`config.mk`:
```
export PLATFORM = sky130hd
export DESIGN_NAME = xt_ram_top
export DESIGN_NICKNAME = d
export VERILOG_FILES = /design/src/hdl/xt_mem_pkg.sv /design/src/hdl/sdram_pkg.sv /design/src/hdl/ems_address_map.sv /design/src/hdl/ram_bus_port.sv /design/src/hdl/sdram_controller.sv /design/src/hdl/xt_ram_top.sv
export SDC_FILE = /design/constraint.sdc
export NUM_CORES = 1
export LEC_CHECK = 0
export BUFFER_PORTS_ARGS = -buffer_cell sky130_fd_sc_hd__buf_2
export CAP_MARGIN = 30
export CORE_MARGIN = 2
export CORE_UTILIZATION = 55
export CTS_BUF_LIST = sky130_fd_sc_hd__clkbuf_8
export DETAILED_ROUTE_END_ITERATION = 7
export PLACE_DENSITY = 0.81
export SLEW_MARGIN = 15
export SYNTH_ARGS = -nofsm -noshare
export SYNTH_HDL_FRONTEND = slang
export SYNTH_SLANG_ARGS = --single-unit
```
`constraint.sdc`:
```
create_clock -name clock -period 4.4 [get_ports clock]
set_input_delay 0.88 -clock clock [delete_from_list [all_inputs] [get_ports clock]]
set_output_delay 0.88 -clock clock [all_outputs]
set_load 0.02 [all_outputs]
```
`src/hdl/xt_mem_pkg.sv`:
```
// ---------------------------------------------------------------------
// CPU-side view of the XT memory subsystem: bus command, EMS page map,
// BIOS controls and the segment codes used by the address decode
// ---------------------------------------------------------------------
package xt_mem_pkg;

    localparam int EMS_WINDOWS   = 4;
    localparam int EMS_PAGE_BITS = 7;

    // Upper address nibble of a 64 KB segment
    localparam logic [3:0] SEG_A000 = 4'hA;
    localparam logic [3:0] SEG_B000 = 4'hB;
    localparam logic [3:0] SEG_F000 = 4'hF;

    // 16 KB block EC000h-EFFFFh, address bits 19:14
    localparam logic [5:0] BLOCK_EC000 = 6'h3B;

    typedef logic [19:0] bus_addr_t;
    typedef logic [21:0] phys_addr_t;

    typedef struct packed {
        bus_addr_t  address;
        logic [7:0] write_data;
        logic       read_n;
        logic       write_n;
    } bus_cmd_t;

    // Window enables come from the bus-side window decode
    typedef struct packed {
        logic [EMS_WINDOWS-1:0][EMS_PAGE_BITS-1:0] page;
        logic [EMS_WINDOWS-1:0]                    enable;
    } ems_map_t;

    typedef struct packed {
        logic [1:0] protect;
        logic       tandy;
        logic       enable_a000h;
    } bios_ctrl_t;

endpackage

```
`src/hdl/sdram_pkg.sv`:
```
// ---------------------------------------------------------------------
// SDRAM device description: command encodings, timing counts in clock
// cycles, the address split of a physical byte address and the pin
// bundle that the controller drives
// ---------------------------------------------------------------------
package sdram_pkg;

    // {cs_n, ras_n, cas_n, we_n}
    typedef enum logic [3:0] {
        LOAD_MODE = 4'b0000,
        REFRESH   = 4'b0001,
        PRECHARGE = 4'b0010,
        ACTIVE    = 4'b0011,
        WRITE     = 4'b0100,
        READ      = 4'b0101,
        NOP       = 4'b0111
    } sdram_cmd_t;

    localparam int INIT_WAIT_CYCLES = 200;
    localparam int T_RP             = 2;
    localparam int T_RFC            = 7;
    localparam int T_RCD            = 2;
    localparam int T_MRD            = 2;
    localparam int CAS_LATENCY      = 2;
    localparam int COUNT_WIDTH      = $clog2(INIT_WAIT_CYCLES + 1);

    // Single-word bursts, sequential order
    localparam logic [12:0] MODE_REG = {6'b000000, 3'(CAS_LATENCY), 4'b0000};

    typedef union packed {
        xt_mem_pkg::phys_addr_t linear;
        struct packed {
            logic [1:0]  bank;
            logic [11:0] row;
            logic [6:0]  column;
            logic        lane;
        } field;
    } sdram_addr_u;

    typedef struct packed {
        logic [12:0] address;
        logic [1:0]  ba;
        logic        cke;
        sdram_cmd_t  cmd;
        logic [15:0] dq_out;
        logic        dq_oe;
        logic [1:0]  dqm;
    } sdram_pins_t;

endpackage

```
`src/hdl/ems_address_map.sv`:
```
`timescale 1ns/1ps
// ---------------------------------------------------------------------
// Combinational decode of a CPU address into RAM select, BIOS write
// protect and the physical SDRAM byte address (EMS and Tandy remap)
// ---------------------------------------------------------------------
module ems_address_map (
    input  xt_mem_pkg::bus_addr_t  bus_addr,
    input  xt_mem_pkg::ems_map_t   ems,
    input  xt_mem_pkg::bios_ctrl_t bios,
    input  logic                   enable_sdram,
    output logic                   ram_select_n,
    output logic                   write_protect,
    output sdram_pkg::sdram_addr_u phys
);
    import xt_mem_pkg::*;

    logic [3:0] segment;
    logic       video_hole;
    logic       a000_hole;
    logic       tandy_select;

    assign segment = bus_addr[19:16];

    // B0000h belongs to video RAM, A0000h only when not enabled as RAM
    assign video_hole = (segment == SEG_B000);
    assign a000_hole  = (segment == SEG_A000) && !bios.enable_a000h;

    assign ram_select_n = ~(enable_sdram && !video_hole && !a000_hole);

    assign tandy_select = bios.tandy && (segment == SEG_F000);

    assign write_protect = (bios.protect[1] && (segment == SEG_F000))
                         || (bios.protect[0] && (bus_addr[19:14] == BLOCK_EC000));

    always_comb begin
        // Conventional space, bit 20 picks the separate Tandy BIOS area
        phys.linear = {1'b0, tandy_select, bus_addr};

        // Window 0 wins, so it is applied last
        for (int i = EMS_WINDOWS - 1; i >= 0; i--) begin
            if (ems.enable[i]) begin
                phys.linear = {1'b1, ems.page[i], bus_addr[13:0]};
            end
        end
    end

endmodule

```
`src/hdl/ram_bus_port.sv`:
```
`timescale 1ns/1ps
// ---------------------------------------------------------------------
// Bus side of the RAM path. A held read or write command becomes one
// request strobe to the SDRAM controller; ready is held low until the
// transfer is complete and the read byte is returned on data_bus_out
// ---------------------------------------------------------------------
module ram_bus_port (
    input  logic                   clock,
    input  logic                   reset,
    input  xt_mem_pkg::bus_cmd_t   cmd,
    input  logic                   ram_select_n,
    input  logic                   write_protect,
    input  sdram_pkg::sdram_addr_u phys,
    input  logic                   no_command_state,
    input  logic                   done,
    input  logic                   idle,
    input  logic [15:0]            read_data,
    output logic                   write_request,
    output logic                   read_request,
    output logic                   refresh_request,
    output sdram_pkg::sdram_addr_u access_addr,
    output logic [7:0]             write_data,
    output logic [7:0]             data_bus_out,
    output logic                   ready,
    output logic                   initialized
);
    typedef enum logic [1:0] {
        S_IDLE,
        S_REQUEST,
        S_WAIT,
        S_COMPLETE
    } state_t;

    state_t     state;
    logic       ram_command;
    logic       write_cycle;
    logic       prev_no_command;
    logic       refresh_pending;
    logic       grant;
    logic [7:0] read_byte;

    assign ram_command = ~ram_select_n & (~cmd.read_n | ~cmd.write_n);

    // A pending refresh goes first, the access strobes once idle again
    assign refresh_request = refresh_pending & idle;
    assign grant           = (state == S_REQUEST) & idle & ~refresh_pending;
    assign write_request   = grant & write_cycle;
    assign read_request    = grant & ~write_cycle;

    always_ff @(posedge clock, posedge reset) begin
        if (reset) begin
            state           <= S_IDLE;
            write_cycle     <= 1'b0;
            prev_no_command <= 1'b0;
            refresh_pending <= 1'b0;
            initialized     <= 1'b0;
        end else begin
            prev_no_command <= no_command_state;
            refresh_pending <= (no_command_state & ~prev_no_command)
                             | (refresh_pending & ~idle);
            if (idle)
                initialized <= 1'b1;

            case (state)
                S_IDLE: begin
                    if (initialized && ram_command) begin
                        write_cycle <= ~cmd.write_n;
                        // Protected write finishes without touching SDRAM
                        if (!cmd.write_n && write_protect)
                            state <= S_COMPLETE;
                        else
                            state <= S_REQUEST;
                    end
                end
                S_REQUEST: begin
                    if (grant)
                        state <= S_WAIT;
                end
                S_WAIT: begin
                    if (done)
                        state <= S_COMPLETE;
                end
                S_COMPLETE: begin
                    if (!ram_command)
                        state <= S_IDLE;
                end
                default: state <= S_IDLE;
            endcase
        end
    end

    always_ff @(posedge clock) begin
        if (state == S_IDLE) begin
            access_addr <= phys;
            write_data  <= cmd.write_data;
        end
        if (state == S_WAIT && done)
            read_byte <= access_addr.field.lane ? read_data[15:8] : read_data[7:0];
    end

    // Commands outside RAM are never held
    assign ready = ram_command ? (state == S_COMPLETE) : 1'b1;

    assign data_bus_out = (state == S_COMPLETE && ram_command && !cmd.read_n)
                        ? read_byte : 8'h00;

endmodule

```
`src/hdl/sdram_controller.sv`:
```
`timescale 1ns/1ps
// ---------------------------------------------------------------------
// Single-word SDRAM controller. Runs the power-up sequence, then serves
// refresh and byte read/write strobes one at a time, each access closed
// with auto-precharge. idle is high when a new strobe can be taken
// ---------------------------------------------------------------------
module sdram_controller (
    input  logic                   clock,
    input  logic                   reset,
    input  logic                   write_request,
    input  logic                   read_request,
    input  logic                   refresh_request,
    input  sdram_pkg::sdram_addr_u access_addr,
    input  logic [7:0]             write_data,
    input  logic [15:0]            dq_in,
    output logic [15:0]            read_data,
    output logic                   done,
    output logic                   idle,
    output sdram_pkg::sdram_pins_t pins
);
    import sdram_pkg::*;

    typedef enum logic [3:0] {
        S_INIT_WAIT,
        S_INIT_PRECHARGE,
        S_INIT_REFRESH,
        S_INIT_MODE,
        S_IDLE,
        S_REFRESH,
        S_ACTIVATE,
        S_READ,
        S_WRITE,
        S_RECOVER
    } state_t;

    state_t                 state;
    logic [COUNT_WIDTH-1:0] count;
    logic                   second_refresh;
    logic                   write_cycle;

    assign idle = (state == S_IDLE);

    always_ff @(posedge clock, posedge reset) begin
        if (reset) begin
            state          <= S_INIT_WAIT;
            count          <= COUNT_WIDTH'(INIT_WAIT_CYCLES - 1);
            second_refresh <= 1'b0;
            write_cycle    <= 1'b0;
            done           <= 1'b0;
            pins           <= '{address: '0, ba: '0, cke: 1'b0, cmd: NOP,
                                dq_out: '0, dq_oe: 1'b0, dqm: 2'b11};
        end else begin
            pins.cke   <= 1'b1;
            pins.cmd   <= NOP;
            pins.dq_oe <= 1'b0;
            done       <= 1'b0;
            if (count != '0)
                count <= count - 1'b1;

            case (state)
                S_INIT_WAIT: begin
                    if (count == '0) begin
                        // Precharge all banks via A10
                        pins.cmd     <= PRECHARGE;
                        pins.address <= 13'h0400;
                        count        <= COUNT_WIDTH'(T_RP - 1);
                        state        <= S_INIT_PRECHARGE;
                    end
                end
                S_INIT_PRECHARGE: begin
                    if (count == '0) begin
                        pins.cmd <= REFRESH;
                        count    <= COUNT_WIDTH'(T_RFC - 1);
                        state    <= S_INIT_REFRESH;
                    end
                end
                S_INIT_REFRESH: begin
                    if (count == '0) begin
                        if (!second_refresh) begin
                            pins.cmd       <= REFRESH;
                            count          <= COUNT_WIDTH'(T_RFC - 1);
                            second_refresh <= 1'b1;
                        end else begin
                            pins.cmd     <= LOAD_MODE;
                            pins.address <= MODE_REG;
                            pins.ba      <= 2'b00;
                            count        <= COUNT_WIDTH'(T_MRD - 1);
                            state        <= S_INIT_MODE;
                        end
                    end
                end
                S_INIT_MODE: begin
                    if (count == '0)
                        state <= S_IDLE;
                end
                S_IDLE: begin
                    if (refresh_request) begin
                        pins.cmd <= REFRESH;
                        count    <= COUNT_WIDTH'(T_RFC - 1);
                        state    <= S_REFRESH;
                    end else if (read_request || write_request) begin
                        pins.cmd     <= ACTIVE;
                        pins.ba      <= access_addr.field.bank;
                        pins.address <= {1'b0, access_addr.field.row};
                        write_cycle  <= write_request;
                        count        <= COUNT_WIDTH'(T_RCD - 1);
                        state        <= S_ACTIVATE;
                    end
                end
                S_REFRESH: begin
                    if (count == '0)
                        state <= S_IDLE;
                end
                S_ACTIVATE: begin
                    if (count == '0) begin
                        // Column with A10 set for auto-precharge
                        pins.address <= {2'b00, 1'b1, 3'b000, access_addr.field.column};
                        if (write_cycle) begin
                            pins.cmd    <= WRITE;
                            pins.dq_out <= {write_data, write_data};
                            pins.dq_oe  <= 1'b1;
                            // Mask the lane that is not written
                            pins.dqm    <= access_addr.field.lane ? 2'b01 : 2'b10;
                            state       <= S_WRITE;
                        end else begin
                            pins.cmd <= READ;
                            pins.dqm <= 2'b00;
                            count    <= COUNT_WIDTH'(CAS_LATENCY);
                            state    <= S_READ;
                        end
                    end
                end
                S_READ: begin
                    if (count == '0) begin
                        done  <= 1'b1;
                        count <= COUNT_WIDTH'(T_RP);
                        state <= S_RECOVER;
                    end
                end
                S_WRITE: begin
                    done  <= 1'b1;
                    count <= COUNT_WIDTH'(T_RP);
                    state <= S_RECOVER;
                end
                S_RECOVER: begin
                    // Auto-precharge still running in the device
                    if (count == '0)
                        state <= S_IDLE;
                end
                default: state <= S_IDLE;
            endcase
        end
    end

    // Data is on dq_in CAS_LATENCY cycles after the READ command
    always_ff @(posedge clock) begin
        if (state == S_READ && count == '0)
            read_data <= dq_in;
    end

endmodule

```
`src/hdl/xt_ram_top.sv`:
```
`timescale 1ns/1ps
// ---------------------------------------------------------------------
// XT memory subsystem top: address map, bus port and SDRAM controller
// in a chain between the CPU-side bus and the SDRAM pins
// ---------------------------------------------------------------------
module xt_ram_top (
    input  logic                   clock,
    input  logic                   reset,
    input  logic                   enable_sdram,
    input  xt_mem_pkg::bus_cmd_t   cmd,
    input  xt_mem_pkg::ems_map_t   ems,
    input  xt_mem_pkg::bios_ctrl_t bios,
    input  logic                   no_command_state,
    input  logic [15:0]            sdram_dq_in,
    output logic [7:0]             data_bus_out,
    output logic                   memory_access_ready,
    output logic                   ram_address_select_n,
    output logic                   initialized_sdram,
    output sdram_pkg::sdram_pins_t sdram_pins
);
    import sdram_pkg::*;

    sdram_addr_u phys;
    sdram_addr_u access_addr;
    logic        write_protect;
    logic        write_request;
    logic        read_request;
    logic        refresh_request;
    logic        done;
    logic        idle;
    logic [7:0]  write_data;
    logic [15:0] read_data;

    ems_address_map u_address_map (
        .bus_addr      (cmd.address),
        .ems           (ems),
        .bios          (bios),
        .enable_sdram  (enable_sdram),
        .ram_select_n  (ram_address_select_n),
        .write_protect (write_protect),
        .phys          (phys)
    );

    ram_bus_port u_bus_port (
        .clock            (clock),
        .reset            (reset),
        .cmd              (cmd),
        .ram_select_n     (ram_address_select_n),
        .write_protect    (write_protect),
        .phys             (phys),
        .no_command_state (no_command_state),
        .done             (done),
        .idle             (idle),
        .read_data        (read_data),
        .write_request    (write_request),
        .read_request     (read_request),
        .refresh_request  (refresh_request),
        .access_addr      (access_addr),
        .write_data       (write_data),
        .data_bus_out     (data_bus_out),
        .ready            (memory_access_ready),
        .initialized      (initialized_sdram)
    );

    sdram_controller u_sdram_controller (
        .clock           (clock),
        .reset           (reset),
        .write_request   (write_request),
        .read_request    (read_request),
        .refresh_request (refresh_request),
        .access_addr     (access_addr),
        .write_data      (write_data),
        .dq_in           (sdram_dq_in),
        .read_data       (read_data),
        .done            (done),
        .idle            (idle),
        .pins            (sdram_pins)
    );

endmodule

```
# After elaboration in Yosys (flattened, before gate mapping)
# Cells that the tools add are included.
dict set report op_classes {
  reduce_logical 36
  n_shift 0
  addsub 1
  eq_ne 30
  mux 58
  div 0
  bitwise 18
  magnitude_cmp 0
  multipliers 0
}
# cell n
set op_table {}
lappend op_table {{two-way mux 8 bit} 11}
lappend op_table {{two-way mux 21 bit} 4}
lappend op_table {{two-way mux 15 bit} 4}
lappend op_table {{case mux 8 bit (7 select lines)} 1}
lappend op_table {{case mux 13 bit (4 select lines)} 1}
lappend op_table {{two-way mux 4 bit} 12}
lappend op_table {{case mux 4 bit (8 select lines)} 1}
lappend op_table {{two-way mux 13 bit} 2}
lappend op_table {{two-way mux 22 bit} 1}
lappend op_table {{inequality test 2 x 1 -> 1 bit (second input constant)} 11}
lappend op_table {{equality test 4 bit (second input constant)} 5}
lappend op_table {{case mux 4 bit (5 select lines)} 1}
lappend op_table {{two-way mux 17 bit} 1}
lappend op_table {{equality test 4 x 3 -> 1 bit (second input constant)} 4}
lappend op_table {{two-way mux 3 bit} 5}
lappend op_table {{two-way mux 2 bit} 7}
lappend op_table {{logical AND 1 bit} 12}
lappend op_table {{bitwise AND 1 bit} 8}
lappend op_table {{equality test 4 x 2 -> 1 bit (second input constant)} 2}
lappend op_table {{logical NOT 8 bit} 1}
lappend op_table {{NOT 1 bit} 8}
lappend op_table {{case mux 2 bit (4 select lines)} 1}
lappend op_table {{AND reduction 8 bit} 1}
lappend op_table {{nonzero test 8 bit} 1}
lappend op_table {{other kinds (23)} 38}
dict set report word_totals {
  wordCells 165
  output_inout_bits 50
  latch_bits 0
  mem_bits_rw 0
  register_bits 114
  mem_bits_ro 0
  n_memories 0
}

# Depth between registers and ports, before layout
# Gate-level depths: netlist of run 1.
dict set report logic_depth {
  depth_word 8
  ltp_mapped 12
}

# Modules after synthesis
# Synthesis of run 1 repeated with hierarchy kept, for this count alone.
dict set report hier_totals {
  cells_unflattened 442
  area_unflattened_um2 5092.4
}
# mod cells_each instances area_per_inst_um2
set by_module_without_submodules {}
lappend by_module_without_submodules {sdram_controller 278 1 2940.3}
lappend by_module_without_submodules {ram_bus_port 91 1 1655.3}
lappend by_module_without_submodules {ems_address_map 73 1 496.7}

# Worst setup path before layout of run 1
# Ideal clock, no wire load.
dict set report synth_path {
  path_type {reg-to-reg}
  start {register u_sdram_controller.count[0]}
  end {register u_sdram_controller.read_data[0] (enable)}
  t_arrival_ps 2653
  path_stages_with_launch 7
  path_slack_ps 1335
  n_path_buf 0
  period_less_slack_ps 3065
  path_cell_list {dfstp_2 inv_1 ha_1 or3b_2 nor2_8 inv_1 nor3_1}
}
dict set report synth_via {
  elab_chain_len 2
}
# element line
set synth_lines {}
lappend synth_lines {{start, declared} sdram_controller.sv:37} ;# logic [COUNT_WIDTH-1:0] count;
lappend synth_lines {{start signal, assigned} sdram_controller.sv:46} ;# count <= COUNT_WIDTH'(INIT_WAIT_CYCLES - 1);
lappend synth_lines {{start signal, assigned} sdram_controller.sv:58} ;# count <= count - 1'b1;
lappend synth_lines {{start signal, assigned} sdram_controller.sv:66} ;# count <= COUNT_WIDTH'(T_RP - 1);
lappend synth_lines {{logical NOT 8 bit} sdram_controller.sv:157} ;# if (state == S_READ && count == '0)
lappend synth_lines {{logical AND 1 bit} sdram_controller.sv:157}
lappend synth_lines {{end signal, assigned} sdram_controller.sv:158} ;# read_data <= dq_in;
lappend synth_lines {{end, declared} sdram_controller.sv:16} ;# output logic [15:0] read_data,
# Every way passes these cells.
# A chain may end at the register's enable or synchronous reset.

# Worst setup path after layout of run 1
dict set report layout_path {
  start {input cmd[26] (netlist name)}
  end {output data_bus_out[2]}
}
dict set report layout_via {
  elab_chain_len 8
  elab_cells_between_ends 11
  cone_classes {2 x eq/ne; 1 x mux; 1 x bitwise; 7 x reduce/logical}
}
# element line
set layout_lines {}
lappend layout_lines {{start, declared} xt_ram_top.sv:10} ;# input xt_mem_pkg::bus_cmd_t cmd,
lappend layout_lines {{equality test 4 bit (on tied branches)} {ems_address_map.sv:25, ems_address_map.sv:26}}
lappend layout_lines {{logical NOT 1 bit / logical AND 1 bit (equally long branches)} {ems_address_map.sv:28, ems_address_map.sv:26}}
lappend layout_lines {{logical AND 1 bit / logical NOT 1 bit (equally long branches)} ems_address_map.sv:28} ;# assign ram_select_n = ~(enable_sdram && !video_hole && !a000_hole);
lappend layout_lines {{logical AND 1 bit *} ems_address_map.sv:28}
lappend layout_lines {{bitwise AND 1 bit *} ram_bus_port.sv:42} ;# assign ram_command = ~ram_select_n & (~cmd.read_n | ~cmd.write_n);
lappend layout_lines {{logical AND 1 bit * (2 in series)} ram_bus_port.sv:104} ;# assign data_bus_out = (state == S_COMPLETE && ram_command && !cmd.read_n)
lappend layout_lines {{two-way mux 8 bit *} ram_bus_port.sv:105} ;# ? read_byte : 8'h00;
lappend layout_lines {{end, declared} xt_ram_top.sv:15} ;# output logic [7:0] data_bus_out,
# Mark *: on every way between the ends. The rest lies on a longest branch, timed or not.

==> results of run 1 <==
==> registers in the layout, indices dropped and copies added, names as in the netlist, 2 cells and up <==
signal / cells
u_bus_port.write_data: 8
u_sdram_controller.read_data: 16
u_sdram_controller.count: 8
u_bus_port.read_byte: 8
u_sdram_controller.state: 4
u_bus_port.state: 2
u_sdram_controller.pins: 29
u_bus_port.access_addr: 22
==> area by class of cell <==
type	instances	share of cell area, %
Clock inverter	7	0.893
Tap cell	108	2.30
Sequential cell	104	49.0
Multi-Input combinational cell	280	31.9
Inverter	22	1.40
Timing Repair Buffer	139	12.4
Clock buffer	9	2.10
==> metrics by stage <==
step	total power [mW]	instance area [sq um]	utilization, %
global placement	2.82	5670	64.4
global route	3.66	5890	66.8
CTS	3.42	5860	66.6
detailed placement	2.88	5690	64.6
floorplan	2.54	5030	-
finish	3.43	5890	66.8
==> power breakdown <==
group / total [mW] / internal [mW] / leakage, nW / switching, mW
clock network: 0.544 / 0.212 / 0.0908 / 0.333
registers: 1.53 / 1.30 / 1.10 / 0.225
logic: 1.36 / 0.559 / 1.44 / 0.798
total: 3.43 / 2.07 / 2.64 / 1.36
==> routing by layer <==
metal  global-route usage (%)  part of all wire [%]  vias to the layer above
met4                     6.64                   1.7                        0
met3                     4.64                   6.9                       17
met1                     26.9                    40                     1726
li1                         -                     -                     1795
met5                        0                     0                        -
met2                     37.3                    52                      140
==> path summary, 6_finish.rpt <==
check                      slack (ps)                        start  cells after the start                     endpoint
setup / recovery                 1100                      cmd[26]                      6              data_bus_out[2]
hold / removal                    430   u_bus_port.prev_no_command                      1   u_bus_port.refresh_pending
setup reg to reg                 1780  u_sdram_controller.count[0]                     10  u_sdram_controller.count[0]
hold reg to reg                   430   u_bus_port.prev_no_command                      1   u_bus_port.refresh_pending
max in group asynchronous        3260                        reset                      3  u_sdram_controller.pins[19]
min in group asynchronous         530                        reset                      2  u_sdram_controller.pins[12]
==> cell usage in the layout (no fill, tap or decap), types with 9 or more instances in the layout <==
cell type,instances
a21oi_1,13
and2_1,10
buf_2,133
clkbuf_8,9
dfrtp_1,40
dfstp_2,10
edfxtp_1,54
inv_1,21
mux2_2,10
mux2i_1,13
nand2_1,37
nand3_1,14
nor2_1,28
nor3_1,11
o21ai_0,32
==> critical path, delay by kind of cell <==
kind,cells,cell delay (ps)
buf+inv,2,300
compound gates,1,120
simple gates,3,1110
==> logic make-up (layout without fill, tap and decap cells) <==
| group | Yosys count | after routing | share of synthesized area (%) |
|---|---|---|---|
| adders and majority gates | 7 | 7 | 1.74 |
| DFF | 104 | 104 | 57.4 |
| xor gates and xnor gates | 5 | 5 | 0.871 |
| AOI/OAI and AO/OA | 100 | 100 | 13.5 |
| muxes | 30 | 30 | 6.92 |
| other | 2 | 3 | 0.149 |
| and+or+nand+nor | 135 | 135 | 13.9 |
| buffers and inverters | 53 | 177 | 5.50 |
==> run summary, run 1 <==
status - completed
largest cells by area after synthesis - edfxtp_1, dfrtp_1, dfstp_2
DRC viols - 0
Seq cells post-synth - 104
Worst Setup Path Type - in -> out
Initial DRT Pass Iterations - 4
Vias - 3678
Final Cycle Share - 74.9%
first-pass GRT wire length - 16600 um
Synth top area share - 32.2%
htree depth - 3
DP Wirelength - 7730 um
Tightest Pin Transition - 888 ps
pwr/cell area - 582 nW/um^2
row count - 34
vias in the first global route - 3543
Die Y - 99.6 um
Antenna Diode Count - 0
setup total negative slack - 0 ps
Crit path top cell by count - buf_2
initial antenna violation count - 0
area of the multi-input gates - 1880 sq um
drt via density - 5.50
Leakage - 2.64 nW
leading area contributor after synthesis - edfxtp_1
Required @ worst endpoint - 3520 ps
P&R area growth vs syn - 17.0%
CTS tree - done
initial core utilization - 57.1%
DR WL/cell - 15.5 um
clock skew - 16.2 ps
DRT antenna net count - 0
syn_area_per_cell - 11.5 sq um
Tightest Hold Check Type - reg -> reg
most common cell in the netlist - edfxtp_1
Slowest-stage cell, CP - nor3b_1
Slew headroom - 40.8%
yosys warns - 0
DRC marker count from the first detailed-route iteration - 224
Post-synth EDFFs - 54
RD Place Congestion - 0.975
setup bufs post-CTS - 0
worst skew pair latency - 370 ps
Worst Path Max Fanout - 8
clk sinks - 104
number of setup violations in the final report - 0
Ports - 136
Fill cells - 676
total CTS buffers - 9
chip width - 99.6 um
die area - 9920 sq um
DP Worst Slack - 1110 ps
Max Root-Sink Buffers - 2
Slowest Stage Delay on Critical Path - 710 ps
GR Util All Layers - 21.4%
cells along the critical path - buf_2 -> nor2b_1 -> o31ai_1 -> nor3b_1 -> and2_1 -> buf_2
FF+latch area - 2890 sq um
CTS clock-pin slew for the worst setup and hold paths - 100 ps
gr ovfl total - 0
core area - 8810 sq um
IO Port Bufs - 133
max-cap violations - 0
Final nets - 649
synthesized area - 5030 sq um
critical path arrival - 2420 ps
CTS resizes - 0
max-slew violation count - 0
Synth cell types - 67
post-synthesis cell count - 436
largest net degree at the start of global routing - 32
Fin. Hold Viols - 0
sequential fraction of the synthesis area - 57.4%
CTS Hold Bufs - 0
CTS root buf - clkbuf_8
minimum clock period - 3300 ps
share of layout cells above drive strength 1 - 36.7%
Critical Path Start Type - input port
setup slack after layout - 1100 ps
FFs w/ async S/R, synth - 48.1%
dominant synthesized flop cell - edfxtp_1
Worst Setup End Kind - output port
Max VDD drop - 244 uV
final WL - 10300 um
Non-Filler Instances - 669
Min Hold Slack - 434 ps
RSZ-0062 raised after global routing - no
fmax - 303 MHz
placed insts - 651
Post-synth top cells - edfxtp_1, dfrtp_1, nand2_1
No activity file was read; power rests on OpenSTA's default activity.
==> run 2, diff against run 1 <==
--- a/config.mk
+++ b/config.mk
@@ -8,10 +8,10 @@
 export BUFFER_PORTS_ARGS = -buffer_cell sky130_fd_sc_hd__buf_2
 export CAP_MARGIN = 30
 export CORE_MARGIN = 2
-export CORE_UTILIZATION = 55
+export CORE_UTILIZATION = 49
 export CTS_BUF_LIST = sky130_fd_sc_hd__clkbuf_8
 export DETAILED_ROUTE_END_ITERATION = 7
-export PLACE_DENSITY = 0.81
+export PLACE_DENSITY = 0.76
 export SLEW_MARGIN = 15
 export SYNTH_ARGS = -nofsm -noshare
 export SYNTH_HDL_FRONTEND = slang
==> constraint.sdc (replaced) <==
create_clock -name clock -period 3 [get_ports clock]
set_input_delay 0.6 -clock clock [delete_from_list [all_inputs] [get_ports clock]]
set_output_delay 0.6 -clock clock [all_outputs]
set_load 0.02 [all_outputs]
==> run 2 against run 1 <==
Net effect: die area rose by 12%; cell count increased by 4.2%; global-route usage shrank 2.0 points; sequential power rose by 46%; combinational power grew 48%; count of clock-buffer cells in the layout did not move; total power up 50%; clock skew down 6.0 ps; routed wire length increased by 1.6%; worst hold slack worse by 170 ps; via count up 0.52%; first-iteration DRC count grew 29%.
==> run summary, run 2 (same netlist as run 1, synthesis figures left out) <==
reg2reg end - u_sdram_controller.count[0]
core area - 9860 sq um
Slowest Stage Delay on Critical Path - 670 ps
Antenna Diode Count - 0
final WL - 10500 um
Worst Path Buf+Inv - 1
Critical Path Start Type - flop
CP startpoint - u_bus_port.state[0]
clock skew - 10.1 ps
Largest register FFs - 29
max-cap violations - 0
die area - 11100 sq um
RD Place Congestion - 0.873
worst setup path end - data_bus_out[5]
DRC marker count from the first detailed-route iteration - 290
Ports - 136
first-pass GRT wire length - 17200 um
max-slew violation count - 0
Required @ worst endpoint - 2400 ps
vias in the first global route - 3702
row count - 36
CTS root buf - clkbuf_8
RSZ-0062 raised after global routing - no
Slew headroom - 43.9%
total CTS buffers - 9
Leakage - 2.67 nW
Die Y - 105 um
setup bufs post-CTS - 0
clk sinks - 104
Worst Setup Path Type - reg -> out
CTS Hold Bufs - 0
commonest non-fill, non-tap cells in the layout - buf_2, edfxtp_1, dfrtp_1
P&R area growth vs syn - 18.7%
final instance area - 5970 sq um
Slowest-stage cell, CP - nor3b_1
share of layout cells above drive strength 1 - 37.1%
Reg with most FFs - u_sdram_controller.pins
minimum clock period - 2670 ps
cells along the critical path - ha_1 -> nor3b_1 -> and2_1 -> buf_2
status - completed
pwr/cell area - 860 nW/um^2
chip width - 105 um
Worst Path Max Fanout - 8
Max Root-Sink Buffers - 2
initial antenna violation count - 0
DP Wirelength - 7840 um
Initial DRT Pass Iterations - 4
Worst Setup End Kind - output port
R2R cell count - 10
DRC viols - 0
CTS tree - done
Tightest Pin Transition - 841 ps
CP top delay family - simple AND/OR/NAND/NOR gates
CTS clock-pin slew for the worst setup and hold paths - 100 ps
Final nets - 652
Max VDD drop - 392 uV
setup total negative slack - 0 ps
commonest non-fill, non-tap cell in the layout - buf_2
initial core utilization - 51.0%
IO Port Bufs - 133
worst skew pair latency - 360 ps
DR WL/cell - 15.1 um
RR Startpoint - u_sdram_controller.count[0]
fmax - 374 MHz
largest net degree at the start of global routing - 30
post-placement cell area - 5760 sq um
DRT antenna net count - 0
number of setup violations in the final report - 0
Fin. Hold Viols - 0
CP Depth - 4
gr ovfl total - 0
CTS resizes - 0
Final Cycle Share - 89.1%
Vias - 3697
R2R setup slack - 330 ps
critical path arrival - 2070 ps
Fill cells - 822
htree depth - 3
Largest regs - u_sdram_controller.pins: 29 flops, u_bus_port.access_addr: 22 flops, u_sdram_controller.read_data: 16 flops
GR Util All Layers - 19.5%
Tightest Hold Check Type - in -> async
drt via density - 5.30
## run 2: routing by layer
layer | part of all wire, % | wire length, um | GRT usage, % | up-vias
met5 | 0 | 0 | 0 | -
met4 | 2.3 | 240 | 8.29 | 0
met3 | 4.6 | 486 | 4.14 | 20
met2 | 52 | 5450 | 33.3 | 121
met1 | 41 | 4330 | 23.8 | 1765
li1 | - | - | - | 1791
## run 2: worst reg2reg max path, stage by stage (launching register included)
cell	delay (ps)
dfstp_2	400
inv_1	110
ha_1	220
or3b_2	550
nor2_8	190
inv_1	240
ha_1	390
nand2b_1	60
a32o_1	210
a21oi_1	140
nand3_1	100
## run 2: worst min-delay path by stage
stage                                from                     endpoint
2_1_floorplan  u_bus_port.prev_no_command   u_bus_port.refresh_pending
3_3_place_gp   u_bus_port.prev_no_command   u_bus_port.refresh_pending
3_5_place_dp   u_bus_port.prev_no_command   u_bus_port.refresh_pending
4_1_cts                             reset  u_sdram_controller.pins[23]
5_1_grt                             reset  u_sdram_controller.pins[15]
6_report                            reset  u_sdram_controller.pins[23]
## run 2: where the power goes
group / leakage, nW / switching [mW] / internal, mW
Combinational: 1.46 / 1.19 / 0.819
Sequential: 1.10 / 0.323 / 1.91
Clock: 0.103 / 0.495 / 0.402
## run 2: final cells by class
class | count | area (sq um) | share of cell area [%]
Sequential cell | 104 | 2890 | 48.3
Multi-Input combinational cell | 280 | 1880 | 31.4
Clock inverter | 7 | 83.8 | 1.40
Tap cell | 133 | 166 | 2.79
Timing Repair Buffer | 142 | 753 | 12.6
Inverter | 22 | 82.6 | 1.38
Clock buffer | 9 | 124 | 2.07
## run 2: through the flow
stage / hold slack [ps] / std cells / total power [mW] / setup slack, ps / utilization, %
after floorplan: 410 / 437 / 3.73 / 433 / -
after global placement: 427 / 680 / 4.17 / 406 / 58.1
after detailed placement: 428 / 681 / 4.26 / 349 / 58.4
after CTS: 266 / 697 / 5.16 / 305 / 60.5
after global routing: 282 / 697 / 5.49 / 109 / 60.5
final: 260 / 697 / 5.14 / 327 / 60.5
